==> src/include/rv_consts.svh <==
// ==============================
// Core constants: reset PC, register count
// and the ALU result select codes
// ==============================

`ifndef RV_CONSTS_SVH
`define RV_CONSTS_SVH

// PC of the first accepted word
`define RV_RESET_PC 32'h0000_0000

// Integer registers, x0 included
`define RV_NUM_REGS 32

// ALU result select, 3 bits
`define RV_ALU_ADDER 3'd0
`define RV_ALU_COMP  3'd1
`define RV_ALU_XOR   3'd2
`define RV_ALU_OR    3'd3
`define RV_ALU_AND   3'd4
`define RV_ALU_SHIFT 3'd5

`endif

==> src/logic/rv_types_pkg.sv <==
// ==============================
// Core types: opcode and ALU select enums,
// stage payload structs
// ==============================

`include "rv_consts.svh"

package rv_types_pkg;

    // Opcode bits [6:2], subset only
    typedef enum logic [4:0] {
        INSTR_LUI   = 5'b01101,
        INSTR_AUIPC = 5'b00101,
        INSTR_OPIMM = 5'b00100,
        INSTR_OP    = 5'b01100
    } rv_opcode_e;

    // Which unit drives the result
    typedef enum logic [2:0] {
        ALU_ADDER = `RV_ALU_ADDER,
        ALU_COMP  = `RV_ALU_COMP,
        ALU_XOR   = `RV_ALU_XOR,
        ALU_OR    = `RV_ALU_OR,
        ALU_AND   = `RV_ALU_AND,
        ALU_SHIFT = `RV_ALU_SHIFT
    } alu_sel_e;

    // ==============================
    // Stage payloads

    typedef struct packed {
        logic [31:0] ir;
        logic [31:0] pc;
    } pipe_ifid_t;

    typedef struct packed {
        logic [31:0] op1;       // ALU operand A
        logic [31:0] op2;       // ALU operand B
        logic [31:0] op3;       // Secondary adder operands
        logic [31:0] op4;
        logic        cin;       // Subtract
        logic        rev;       // Left shift via bit reversal
        logic        uns;       // Unsigned compare / zero fill
        logic        eq;        // Equality compare
        logic        inv;       // Invert compare
        logic        align;     // Clear adder LSB
        alu_sel_e    sel;
        logic [4:0]  rd;
        logic        rd_write;
        logic        illegal;
        logic [31:0] pc;
    } pipe_idex_t;

    typedef struct packed {
        logic [4:0]  rd;
        logic        rd_write;
        logic [31:0] data;
        logic        illegal;
        logic [31:0] pc;
    } pipe_exwb_t;

    // Writeback to register file
    typedef struct packed {
        logic        en;
        logic [4:0]  sel;
        logic [31:0] data;
    } regwr_t;

endpackage

==> src/logic/fetch_unit.sv <==
// ==============================
// Fetch: PC counter and IF/ID register
// ==============================

`timescale 1ns/1ps

`include "rv_consts.svh"

module fetch_unit (
    input  logic                    clk,
    input  logic                    rstz,
    // Instruction words from outside
    input  logic [31:0]             instr,
    input  logic                    instr_vld,
    output logic                    instr_rdy,
    // IF/ID
    output rv_types_pkg::pipe_ifid_t fetch,
    output logic                    fetch_vld,
    input  logic                    fetch_rdy
);

logic [31:0] pc;        // PC of next accepted word
logic        accept;

assign instr_rdy = ~fetch_vld | fetch_rdy;     // Empty or draining
assign accept    = instr_vld & instr_rdy;

// Control and PC
always_ff @(posedge clk or negedge rstz) begin
    if (~rstz) begin
        fetch_vld <= 1'b0;
        pc        <= `RV_RESET_PC;
    end else begin
        if (instr_rdy) fetch_vld <= instr_vld;
        if (accept) pc <= pc + 32'd4;           // Word-sized step
    end
end

// Payload, word tagged with its PC
always_ff @(posedge clk) begin
    if (accept) begin
        fetch.ir <= instr;
        fetch.pc <= pc;
    end
end

endmodule

==> src/logic/pipe_stage.sv <==
// ==============================
// One-entry valid/ready pipeline register
// ==============================

`timescale 1ns/1ps

module pipe_stage #(
    parameter type payload_t = logic [31:0]
) (
    input  logic     clk,
    input  logic     rstz,
    // Upstream
    input  payload_t in_data,
    input  logic     in_vld,
    output logic     in_rdy,
    // Downstream
    output payload_t out_data,
    output logic     out_vld,
    input  logic     out_rdy
);

// Takes a new entry when empty or when the held one leaves
assign in_rdy = ~out_vld | out_rdy;

always_ff @(posedge clk or negedge rstz) begin
    if (~rstz) begin
        out_vld <= 1'b0;
    end else if (in_rdy) begin
        out_vld <= in_vld;      // Bubble when nothing arrives
    end
end

// Held while stalled
always_ff @(posedge clk) begin
    if (in_vld && in_rdy) begin
        out_data <= in_data;
    end
end

endmodule

==> src/logic/instr_decode.sv <==
// ==============================
// Decode: register file, immediate, ALU controls,
// operand select and pending-write scoreboard
// ==============================

`timescale 1ns/1ps

`include "rv_consts.svh"

module instr_decode (
    input  logic                     clk,
    input  logic                     rstz,
    // IF/ID
    input  rv_types_pkg::pipe_ifid_t fetch,
    input  logic                     fetch_vld,
    output logic                     fetch_rdy,
    // ID/EX
    output rv_types_pkg::pipe_idex_t decode,
    output logic                     decode_vld,
    input  logic                     decode_rdy,
    // Writeback
    input  rv_types_pkg::regwr_t     regwr
);

logic [31:0] ir;
logic [4:0]  opc;
logic [4:0]  rs1, rs2, rd;
logic [2:0]  funct3;
logic [6:0]  funct7;
logic        illegal_opcode;
logic        instr_valid;
logic        rd_write;

logic        rs1_en, rs2_en;
logic [31:0] rs1_ram, rs2_ram;      // Negedge read data
logic [31:0] rs1_val, rs2_val;      // After forwarding

logic        format_i, format_u;
logic        sign;
logic        imm_a;
logic [3:0]  imm_b;
logic [5:0]  imm_c;
logic        imm_d;
logic [7:0]  imm_e;
logic [11:0] imm_f;
logic [31:0] immediate;

logic cin, rev, uns;
rv_types_pkg::alu_sel_e sel;
logic is_op, f7_zero, f7_alt;

logic [`RV_NUM_REGS-1:0] pending;
logic stall, accept;

// ==============================
// Instruction fields

assign ir     = fetch.ir;
assign opc    = ir[6:2];
assign rs1    = ir[19:15];
assign rs2    = ir[24:20];
assign rd     = ir[11:7];
assign funct3 = ir[14:12];
assign funct7 = ir[31:25];

assign illegal_opcode = ir[1:0] != 2'b11;

assign rs1_en = opc == rv_types_pkg::INSTR_OPIMM || opc == rv_types_pkg::INSTR_OP;
assign rs2_en = opc == rv_types_pkg::INSTR_OP;

// Illegal words never write
assign rd_write = instr_valid & ~illegal_opcode & (rd != 5'd0);

// ==============================
// Register file, one copy per read port

logic [31:0] regs_a [`RV_NUM_REGS];
logic [31:0] regs_b [`RV_NUM_REGS];

// Read on the falling edge, ready for the next rising edge
always_ff @(negedge clk) begin
    rs1_ram <= regs_a[rs1];
    rs2_ram <= regs_b[rs2];
end

always_ff @(posedge clk) begin
    if (regwr.en) begin
        regs_a[regwr.sel] <= regwr.data;
        regs_b[regwr.sel] <= regwr.data;
    end
end

// Same-cycle write wins; x0 reads zero
always_comb begin
    if (rs1 == 5'd0) rs1_val = '0;
    else if (regwr.en && regwr.sel == rs1) rs1_val = regwr.data;
    else rs1_val = rs1_ram;

    if (rs2 == 5'd0) rs2_val = '0;
    else if (regwr.en && regwr.sel == rs2) rs2_val = regwr.data;
    else rs2_val = rs2_ram;
end

// ==============================
// Immediate, I and U formats

assign format_i = opc == rv_types_pkg::INSTR_OPIMM;
assign format_u = opc == rv_types_pkg::INSTR_LUI || opc == rv_types_pkg::INSTR_AUIPC;
assign sign     = ir[31];

assign imm_a = format_i ? ir[20] : 1'b0;                // [0]
assign imm_b = format_u ? 4'd0 : ir[24:21];             // [4:1]
assign imm_c = format_u ? 6'd0 : ir[30:25];             // [10:5]
assign imm_d = format_u ? 1'b0 : sign;                  // [11]
assign imm_e = format_u ? ir[19:12] : {8{sign}};        // [19:12]
assign imm_f = format_u ? ir[31:20] : {12{sign}};       // [31:20]

assign immediate = {imm_f, imm_e, imm_d, imm_c, imm_b, imm_a};

// ==============================
// ALU controls

assign is_op   = opc == rv_types_pkg::INSTR_OP;
assign f7_zero = funct7 == 7'd0;
assign f7_alt  = funct7 == 7'd32;

always_comb begin
    cin         = 1'b0;         // Default is a plain add
    rev         = 1'b0;
    uns         = 1'b0;
    sel         = rv_types_pkg::ALU_ADDER;
    instr_valid = 1'b0;

    case (opc)
        rv_types_pkg::INSTR_LUI,
        rv_types_pkg::INSTR_AUIPC: instr_valid = 1'b1;

        // Shared by immediate and register forms; funct7 only binds OP and shifts
        rv_types_pkg::INSTR_OPIMM,
        rv_types_pkg::INSTR_OP: begin
            case (funct3)
                3'b000: begin                               // ADD/SUB/ADDI
                    cin         = is_op & f7_alt;
                    instr_valid = ~is_op | f7_zero | f7_alt;
                end
                3'b001: begin                               // SLL
                    rev         = 1'b1;
                    uns         = 1'b1;
                    sel         = rv_types_pkg::ALU_SHIFT;
                    instr_valid = f7_zero;
                end
                3'b010: begin                               // SLT
                    cin         = 1'b1;
                    sel         = rv_types_pkg::ALU_COMP;
                    instr_valid = ~is_op | f7_zero;
                end
                3'b011: begin                               // SLTU
                    cin         = 1'b1;
                    uns         = 1'b1;
                    sel         = rv_types_pkg::ALU_COMP;
                    instr_valid = ~is_op | f7_zero;
                end
                3'b100: begin
                    sel         = rv_types_pkg::ALU_XOR;
                    instr_valid = ~is_op | f7_zero;
                end
                3'b101: begin                               // SRL/SRA
                    uns         = f7_zero;
                    sel         = rv_types_pkg::ALU_SHIFT;
                    instr_valid = f7_zero | f7_alt;
                end
                3'b110: begin
                    sel         = rv_types_pkg::ALU_OR;
                    instr_valid = ~is_op | f7_zero;
                end
                default: begin                              // 3'b111, AND
                    sel         = rv_types_pkg::ALU_AND;
                    instr_valid = ~is_op | f7_zero;
                end
            endcase
        end

        default: instr_valid = 1'b0;    // Loads, stores, branches, system
    endcase
end

// ==============================
// Scoreboard

// Stall on a pending source, or a pending rd so one bit covers one writer;
// a clear in this same cycle lets the word through on the forward path
always_comb begin
    stall = 1'b0;
    if (rs1_en && pending[rs1] && !(regwr.en && regwr.sel == rs1)) stall = 1'b1;
    if (rs2_en && pending[rs2] && !(regwr.en && regwr.sel == rs2)) stall = 1'b1;
    if (rd_write && pending[rd] && !(regwr.en && regwr.sel == rd)) stall = 1'b1;
end

assign fetch_rdy = (~decode_vld | decode_rdy) & ~stall;
assign accept    = fetch_vld & fetch_rdy;

always_ff @(posedge clk or negedge rstz) begin
    if (~rstz) begin
        pending <= '0;
    end else begin
        if (regwr.en) pending[regwr.sel] <= 1'b0;
        if (accept && rd_write) pending[rd] <= 1'b1;    // New writer wins
    end
end

// ==============================
// ID/EX register

always_ff @(posedge clk or negedge rstz) begin
    if (~rstz) begin
        decode_vld <= 1'b0;
    end else if (accept) begin
        decode_vld <= 1'b1;
    end else if (decode_rdy) begin
        decode_vld <= 1'b0;
    end
end

always_ff @(posedge clk) begin
    if (accept) begin
        decode.cin      <= cin;
        decode.rev      <= rev;
        decode.uns      <= uns;
        decode.eq       <= 1'b0;    // Branch compares only
        decode.inv      <= 1'b0;
        decode.align    <= 1'b0;
        decode.sel      <= sel;
        decode.rd       <= rd_write ? rd : 5'd0;
        decode.rd_write <= rd_write;
        decode.illegal  <= ~instr_valid | illegal_opcode;
        decode.pc       <= fetch.pc;
        decode.op3      <= fetch.pc;
        decode.op4      <= '0;

        case (opc)
            rv_types_pkg::INSTR_LUI: begin
                decode.op1 <= '0;
                decode.op2 <= immediate;
            end
            rv_types_pkg::INSTR_AUIPC: begin
                decode.op1 <= fetch.pc;
                decode.op2 <= immediate;
            end
            rv_types_pkg::INSTR_OPIMM: begin
                decode.op1 <= rs1_val;
                decode.op2 <= immediate;
            end
            default: begin      // OP, illegal words just carry the reads
                decode.op1 <= rs1_val;
                decode.op2 <= rs2_val;
            end
        endcase
    end
end

endmodule

==> src/logic/int_alu.sv <==
// ==============================
// Integer ALU of the execute stage and
// the writeback record it builds
// ==============================

`timescale 1ns/1ps

module int_alu (
    // ID/EX
    input  rv_types_pkg::pipe_idex_t decode,
    input  logic                     decode_vld,
    output logic                     decode_rdy,
    // EX/WB
    output rv_types_pkg::pipe_exwb_t exwb,
    output logic                     exwb_vld,
    input  logic                     exwb_rdy
);

logic [31:0] op1, op2;
logic [31:0] addend;
logic [31:0] sum;
logic [31:0] adder_out;
logic        lt, equal, comp;
logic [31:0] shift_in, shift_out;
logic [32:0] shift_ext;
logic        fill;
logic [31:0] result;

assign op1 = decode.op1;
assign op2 = decode.op2;

// Pure combinational stage
assign exwb_vld   = decode_vld;
assign decode_rdy = exwb_rdy;

// ==============================
// Adder and compare

assign addend    = decode.cin ? ~op2 : op2;
assign sum       = op1 + addend + {31'd0, decode.cin};
assign adder_out = decode.align ? {sum[31:1], 1'b0} : sum;

// Sign of the difference decides unless the operand signs differ
always_comb begin
    if (op1[31] == op2[31]) lt = sum[31];
    else if (decode.uns) lt = op2[31];
    else lt = op1[31];
end

assign equal = ~|sum & decode.cin;                  // Zero difference on a subtract
assign comp  = (decode.eq ? equal : lt) ^ decode.inv;

// ==============================
// Right shifter with bit reversal for left shifts

always_comb begin
    for (int i = 0; i < 32; i++) begin
        shift_in[i] = decode.rev ? op1[31-i] : op1[i];
    end
end

assign fill      = ~decode.uns & shift_in[31];      // Arithmetic fill
assign shift_ext = $signed({fill, shift_in}) >>> op2[4:0];

always_comb begin
    for (int i = 0; i < 32; i++) begin
        shift_out[i] = decode.rev ? shift_ext[31-i] : shift_ext[i];
    end
end

// ==============================
// Result select

always_comb begin
    case (decode.sel)
        rv_types_pkg::ALU_COMP:  result = {31'd0, comp};
        rv_types_pkg::ALU_XOR:   result = op1 ^ op2;
        rv_types_pkg::ALU_OR:    result = op1 | op2;
        rv_types_pkg::ALU_AND:   result = op1 & op2;
        rv_types_pkg::ALU_SHIFT: result = shift_out;
        default:                 result = adder_out;
    endcase
end

// Writeback record
always_comb begin
    exwb.rd       = decode.rd;
    exwb.rd_write = decode.rd_write;
    exwb.data     = result;
    exwb.illegal  = decode.illegal;
    exwb.pc       = decode.pc;
end

endmodule

==> src/logic/core_top.sv <==
// ==============================
// Core top: fetch, decode, execute,
// writeback register
// ==============================

`timescale 1ns/1ps

module core_top (
    input  logic                     clk,
    input  logic                     rstz,
    input  logic [31:0]              instr,
    input  logic                     instr_vld,
    output logic                     instr_rdy,
    output rv_types_pkg::pipe_exwb_t retire,
    output logic                     retire_vld
);

rv_types_pkg::pipe_ifid_t fetch;
logic                     fetch_vld, fetch_rdy;
rv_types_pkg::pipe_idex_t decode;
logic                     decode_vld, decode_rdy;
rv_types_pkg::pipe_exwb_t exwb;
logic                     exwb_vld, exwb_rdy;
rv_types_pkg::regwr_t     regwr;

fetch_unit fetch_unit_inst (
    .clk       (clk),
    .rstz      (rstz),
    .instr     (instr),
    .instr_vld (instr_vld),
    .instr_rdy (instr_rdy),
    .fetch     (fetch),
    .fetch_vld (fetch_vld),
    .fetch_rdy (fetch_rdy)
);

instr_decode instr_decode_inst (
    .clk        (clk),
    .rstz       (rstz),
    .fetch      (fetch),
    .fetch_vld  (fetch_vld),
    .fetch_rdy  (fetch_rdy),
    .decode     (decode),
    .decode_vld (decode_vld),
    .decode_rdy (decode_rdy),
    .regwr      (regwr)
);

int_alu int_alu_inst (
    .decode     (decode),
    .decode_vld (decode_vld),
    .decode_rdy (decode_rdy),
    .exwb       (exwb),
    .exwb_vld   (exwb_vld),
    .exwb_rdy   (exwb_rdy)
);

// Writeback register, retire never back-pressures
pipe_stage #(
    .payload_t (rv_types_pkg::pipe_exwb_t)
) wb_stage_inst (
    .clk      (clk),
    .rstz     (rstz),
    .in_data  (exwb),
    .in_vld   (exwb_vld),
    .in_rdy   (exwb_rdy),
    .out_data (retire),
    .out_vld  (retire_vld),
    .out_rdy  (1'b1)
);

// Register write back into decode
always_comb begin
    regwr.en   = retire_vld & retire.rd_write;
    regwr.sel  = retire.rd;
    regwr.data = retire.data;
end

endmodule

==> config.mk <==
export PLATFORM = sky130hd
export DESIGN_NAME = core_top
export DESIGN_NICKNAME = d
export VERILOG_FILES = /design/src/logic/rv_types_pkg.sv /design/src/logic/fetch_unit.sv /design/src/logic/pipe_stage.sv /design/src/logic/instr_decode.sv /design/src/logic/int_alu.sv /design/src/logic/core_top.sv
export VERILOG_INCLUDE_DIRS = /design/src /design/src/include
export SDC_FILE = /design/constraint.sdc
export NUM_CORES = 2
export LEC_CHECK = 0
export BUFFER_PORTS_ARGS = -buffer_cell sky130_fd_sc_hd__buf_2
export CAP_MARGIN = 15
export CELL_PAD_IN_SITES_DETAIL_PLACEMENT = 0
export CELL_PAD_IN_SITES_GLOBAL_PLACEMENT = 2
export CORE_MARGIN = 1
export CORE_UTILIZATION = 43
export DETAILED_ROUTE_END_ITERATION = 8
export GPL_TIMING_DRIVEN = 0
export PLACE_DENSITY_LB_ADDON = 0.1
export SLEW_MARGIN = 0
export SYNTH_ARGS = -nofsm -noshare
export SYNTH_HDL_FRONTEND = slang
export SYNTH_SLANG_ARGS = --single-unit
==> constraint.sdc <==
create_clock -name clk -period 16.8 [get_ports clk]
set_input_delay 2.52 -clock clk [delete_from_list [all_inputs] [get_ports clk]]
set_output_delay 2.52 -clock clk [all_outputs]
set_load 0.02 [all_outputs]
======== After elaboration in Yosys (flattened, before gate mapping) ========
Memory sizes are Yosys's and may differ from the RTL's. A register that Yosys moved wholly into a read port is not among the register bits.
Cells that the tools add are included.
W data, S select, Z words.
storage, ports and cells
  memories ................................ 2
  register bits after elaboration ......... 311
  memory bits (read-only) ................. 0
  RAM bits ................................ 2048
  word-level logic and storage cells ...... 210
  input port bits ......................... 35
  latch bits .............................. 0
  output and inout port bits .............. 73
operators by class
  shift operators ......................... 1
  mux-type cells .......................... 103
  $add $sub $neg .......................... 3
  multiply operators ...................... 0
  bitwise logic cells ..................... 25
  order comparisons ....................... 6
  div/mod/pow operators ................... 0
  reductions and logical operators ........ 27
  eq/ne operators ......................... 21
memory list
  name                      depth  bits a word  read ports  clocked after Yosys merged registers in  write ports  RTL line            text
  instr_decode_inst.regs_a  32     32           1           1                                        1            instr_decode.sv:77  logic [31:0] regs_a [`RV_NUM_REGS];
  instr_decode_inst.regs_b  32     32           1           1                                        1            instr_decode.sv:78  logic [31:0] regs_b [`RV_NUM_REGS];
operators by type and width
  operator                 count
  $mux W32                 7
  $pmux W64 S3             1
  $pmux W32 S5             1
  $mux W1                  80
  $and A32 B32 Y32         2
  $not A32 Y32             2
  $or A32 B32 Y32          2
  $sshr A33 B5 Y32         1
  $add A32 B1 Y32          1
  $add A32 B3 Y32 const B  1
  $add A32 B32 Y32         1
  $xor A32 B32 Y32         1
  $lt A5 B6 Y1 const B     4
  $bmux W1 S5              3
  $eq A3 B3 Y1 const B     5
  $eq A5 B5 Y1             3
  $pmux W3 S5              1
  $eq A3 B2 Y1 const B     4
  $logic_and A1 B1 Y1      12
  $mux W11                 1
  $demux W1 S5             2
  $eq A5 B3 Y1 const B     2
  $eq A5 B4 Y1 const B     2
  $ge A5 B1 Y1 const B     2
  other kinds (19)         45

======== Longest topological paths before layout ========
  word-level depth ........................ 15
  mapped depth ............................ 15

======== Modules after synthesis ========
From an unflattened synthesis, not the netlist that was laid out.
unflattened totals
  cells, all modules ...................... 4146
  area, all modules ....................... 69056.2 um2
by module, submodules not included
  module        times used  cells an instance  area an instance (um2)
  instr_decode  1           2786               56200.2
  int_alu       1           1084               7319.5
  fetch_unit    1           199                3340.7
  pipe_stage    1           75                 2185.8
  core_top      1           2                  10.0

==> metrics <==
status completed; syn_area_per_cell 17.7 sq um; largest family of logic cells by synthesized area multiplexers; crit path max fanout 10; Hold Path Class flop to flop; required time worst endpoint 9.03 ns; worst hold slack between 0.4 and 0.5 ns; Setup Skew between 0.06 and 0.07 ns; post-synthesis register bit count roughly 1400; Post-CTS Setup Bufs 0; internal power between 6 and 7 mW; post-detail-place hpwl ~180000 microns; clock buffer depth 3; Layout Nets ~4400; TNS Setup 0 ns; grt ovf 0; post-synthesis mux area share 0.267; DR iter-0 viols ~4800; Seq/Total Area, Yosys 0.605; clock power share 0.385; num rows approximately 140; Main synth FF type edfxtp_1; power per cell area about 110 nW/um^2; Final Power between 8 and 9 mW; CP endpoint kind flop; hold_buf cts 0; layout cell share with drive strength beyond 1 0.303; die height 398 microns; number of global-route vias before repair about 40000; P&R area growth vs syn 16.3%; Synth Area in Compound Gates 0.0447; drt pass-1 iters 7; gpl congestion around 0.9; Adder-Cell Fraction of Synth Area 0.0179; switching power between 2 and 2.5 mW; sw frac 0.276; LEAKAGE 26.7 nW; yosys warns 0; Pins Over Slew Limit 0; DRT antenna net count 0; DR vias/cell 6.30; final-report hold violation count 0; cell area after synthesis slightly below 70000 sq um; Worst VDD drop approximately 0.11 mV; count leader, synth edfxtp_1; XOR/XNOR Fraction of Synth Area 0.0133; total number of vias slightly above 40000; simple logic cell fraction of the synthesized area 0.0285; largest net degree at the start of global routing 62; DRC viols 0; total CTS buffers 154; synth top area cells edfxtp_1, mux4_2, dfrtp_1, mux2i_1, dfxtp_1; CTS tree built; ys async rst share 0.0467; Yosys top cell by area edfxtp_1; CTS Sinks about 1400; H-tree Lvls 4; Mapped Cells between 3000 and 4000; routed len/inst 36.4 microns; Max-Slew Margin vs Limit 0.147; Synth top cells by count edfxtp_1, mux4_2, clkbuf_1; WS Path Type flop to flop; Max Cap Violations 0; IO buf count 105; core box area around 150000 sq um; Routed WL between 200000 and 250000 microns; area of the multi-input gates around 25000 sq um; Reg2Reg Setup Slack 3.22 ns; Final Setup Violations 0; CP Data Arrival Time 5.81 ns; I/O pins approximately 110; share of power burned in registers 0.466; post-cts gate resize count 0; Die Footprint 158000 sq um; first-pass GRT wire length around 320000 microns; initial antenna violation count 15; Logic pwr share 0.149; Fill cells roughly 13000; Clock Latency Late Sink roughly 0.8 ns; CP Launch Type flop; Cell variety after synth 76; Synth top area share 0.562; RSZ-0062 raised after global routing no; Initial Util 0.435; FF+latch area 40800 sq um; number of synthesized flops with an enable pin around 1300; slew at the pin closest to its max-slew limit roughly 1.3 ns; GRT Total Usage 0.298; die width between 300 and 400 microns; Reg clk slew, reported paths roughly 0.06 ns; Clock Tree Root clkbuf_16
power by group through the flow:
stage                     Sequential, mW  Combinational, mW  Clock, mW
after detailed placement            4.28               1.26     0.0235
final                               4.17               1.34       3.45
after global placement              4.35               1.13     0.0235
after floorplan                     4.22              0.690     0.0235
after CTS                           4.21               1.27       3.48
after global routing                4.18               1.41       3.62
routing by layer:
layer / global-route usage / part of all wire / up-vias
met5: 0 / 0.00029 / -
met4: 0.0918 / 0.032 / 10
met3: 0.0610 / 0.078 / 338
met2: 0.483 / 0.48 / 1769
met1: 0.404 / 0.41 / 21700
li1: - / - / 16700
cell type report:
type                            count  share of cell area
Inverter                          116             0.00555
Antenna cell                        3           0.0000958
Sequential cell                  1391               0.521
Clock buffer                      189              0.0531
Buffer                            279              0.0144
Multi-Input combinational cell   2022               0.323
Timing Repair Buffer              225              0.0372
Tap cell                         2044              0.0326
Clock inverter                    154              0.0139
cell families after synthesis:
kind of cell / after synthesis
simple gates: 410
other cells: 1
mux: 927
compound gates: 485
xor+xnor: 102
fa+ha+maj: 96
buf+inv: 396
flops: 1391
registers in the layout, indices dropped and copies added, names as in the netlist:
signal / flops
instr_decode_inst.rs2_ram: 32
fetch_unit_inst.fetch_vld: 1
wb_stage_inst.out_data: 69
instr_decode_inst.rs1_ram: 32
fetch_unit_inst.pc: 30
instr_decode_inst.decode: 107
instr_decode_inst.pending: 32
instr_decode_inst.regs_b: 1024
instr_decode_inst.decode_vld: 1
wb_stage_inst.out_vld: 1
fetch_unit_inst.fetch: 62
stage by stage:
step | setup WS, ns | instance area (sq um) | instances | util
6_report | 3.22 | 78400 | 6423 | 0.507
5_1_grt | 3.17 | 78400 | 6420 | 0.506
4_1_cts | 3.23 | 78000 | 6400 | 0.504
3_5_place_dp | 3.27 | 72700 | 6058 | 0.470
3_3_place_gp | 3.07 | 70500 | 5958 | 0.455
2_1_floorplan | 5.49 | 67400 | 3809 | -
placed cells by master, fill, tap and decap left out, types with 14 or more instances in the layout:
cell type and n:
nor3_1 14, buf_1 74, clkbuf_1 195, buf_2 125, nor2_1 100, o21ai_0 148, buf_8 39, nand3_1 40
a21oi_1 136, nor2b_1 14, clkinv_1 28, buf_12 49, o31ai_1 38, clkbuf_16 161, or3_1 15, a211oi_1 14
nor2_4 32, mux2i_1 133, mux2_2 110, buf_16 29, dfrtp_1 64, nand2_1 117, inv_1 174, a21o_1 16
clkinv_2 24, o22ai_1 29, mux4_2 673, and3_1 15, xnor2_1 50, edfxtp_1 1262, nand4_1 15, ha_1 95
dfxtp_1 64, xor2_1 52
critical path, stage by stage (launching register included):
cell	delay (ns)
edfxtp_1	0.36
buf_1	0.60
clkbuf_1	0.82
clkbuf_1	0.91
clkbuf_1	1.01
mux4_2	0.43
mux4_2	0.53
mux2_2	0.33
final timing paths:
kind / startpoint / to / depth (start not counted)
setup / recovery: fetch_unit_inst.fetch[53] / instr_decode_inst.rs2_ram[25] / 7
hold / removal: instr_decode_inst.decode[20] / wb_stage_inst.out_data[20] / 0
setup reg to reg: fetch_unit_inst.fetch[53] / instr_decode_inst.rs2_ram[25] / 7
hold reg to reg: instr_decode_inst.decode[20] / wb_stage_inst.out_data[20] / 0
max in group asynchronous: rstz / instr_decode_inst.pending[6] / 2
min in group asynchronous: rstz / instr_decode_inst.pending[21] / 1
(Power assumes the default switching activity.)
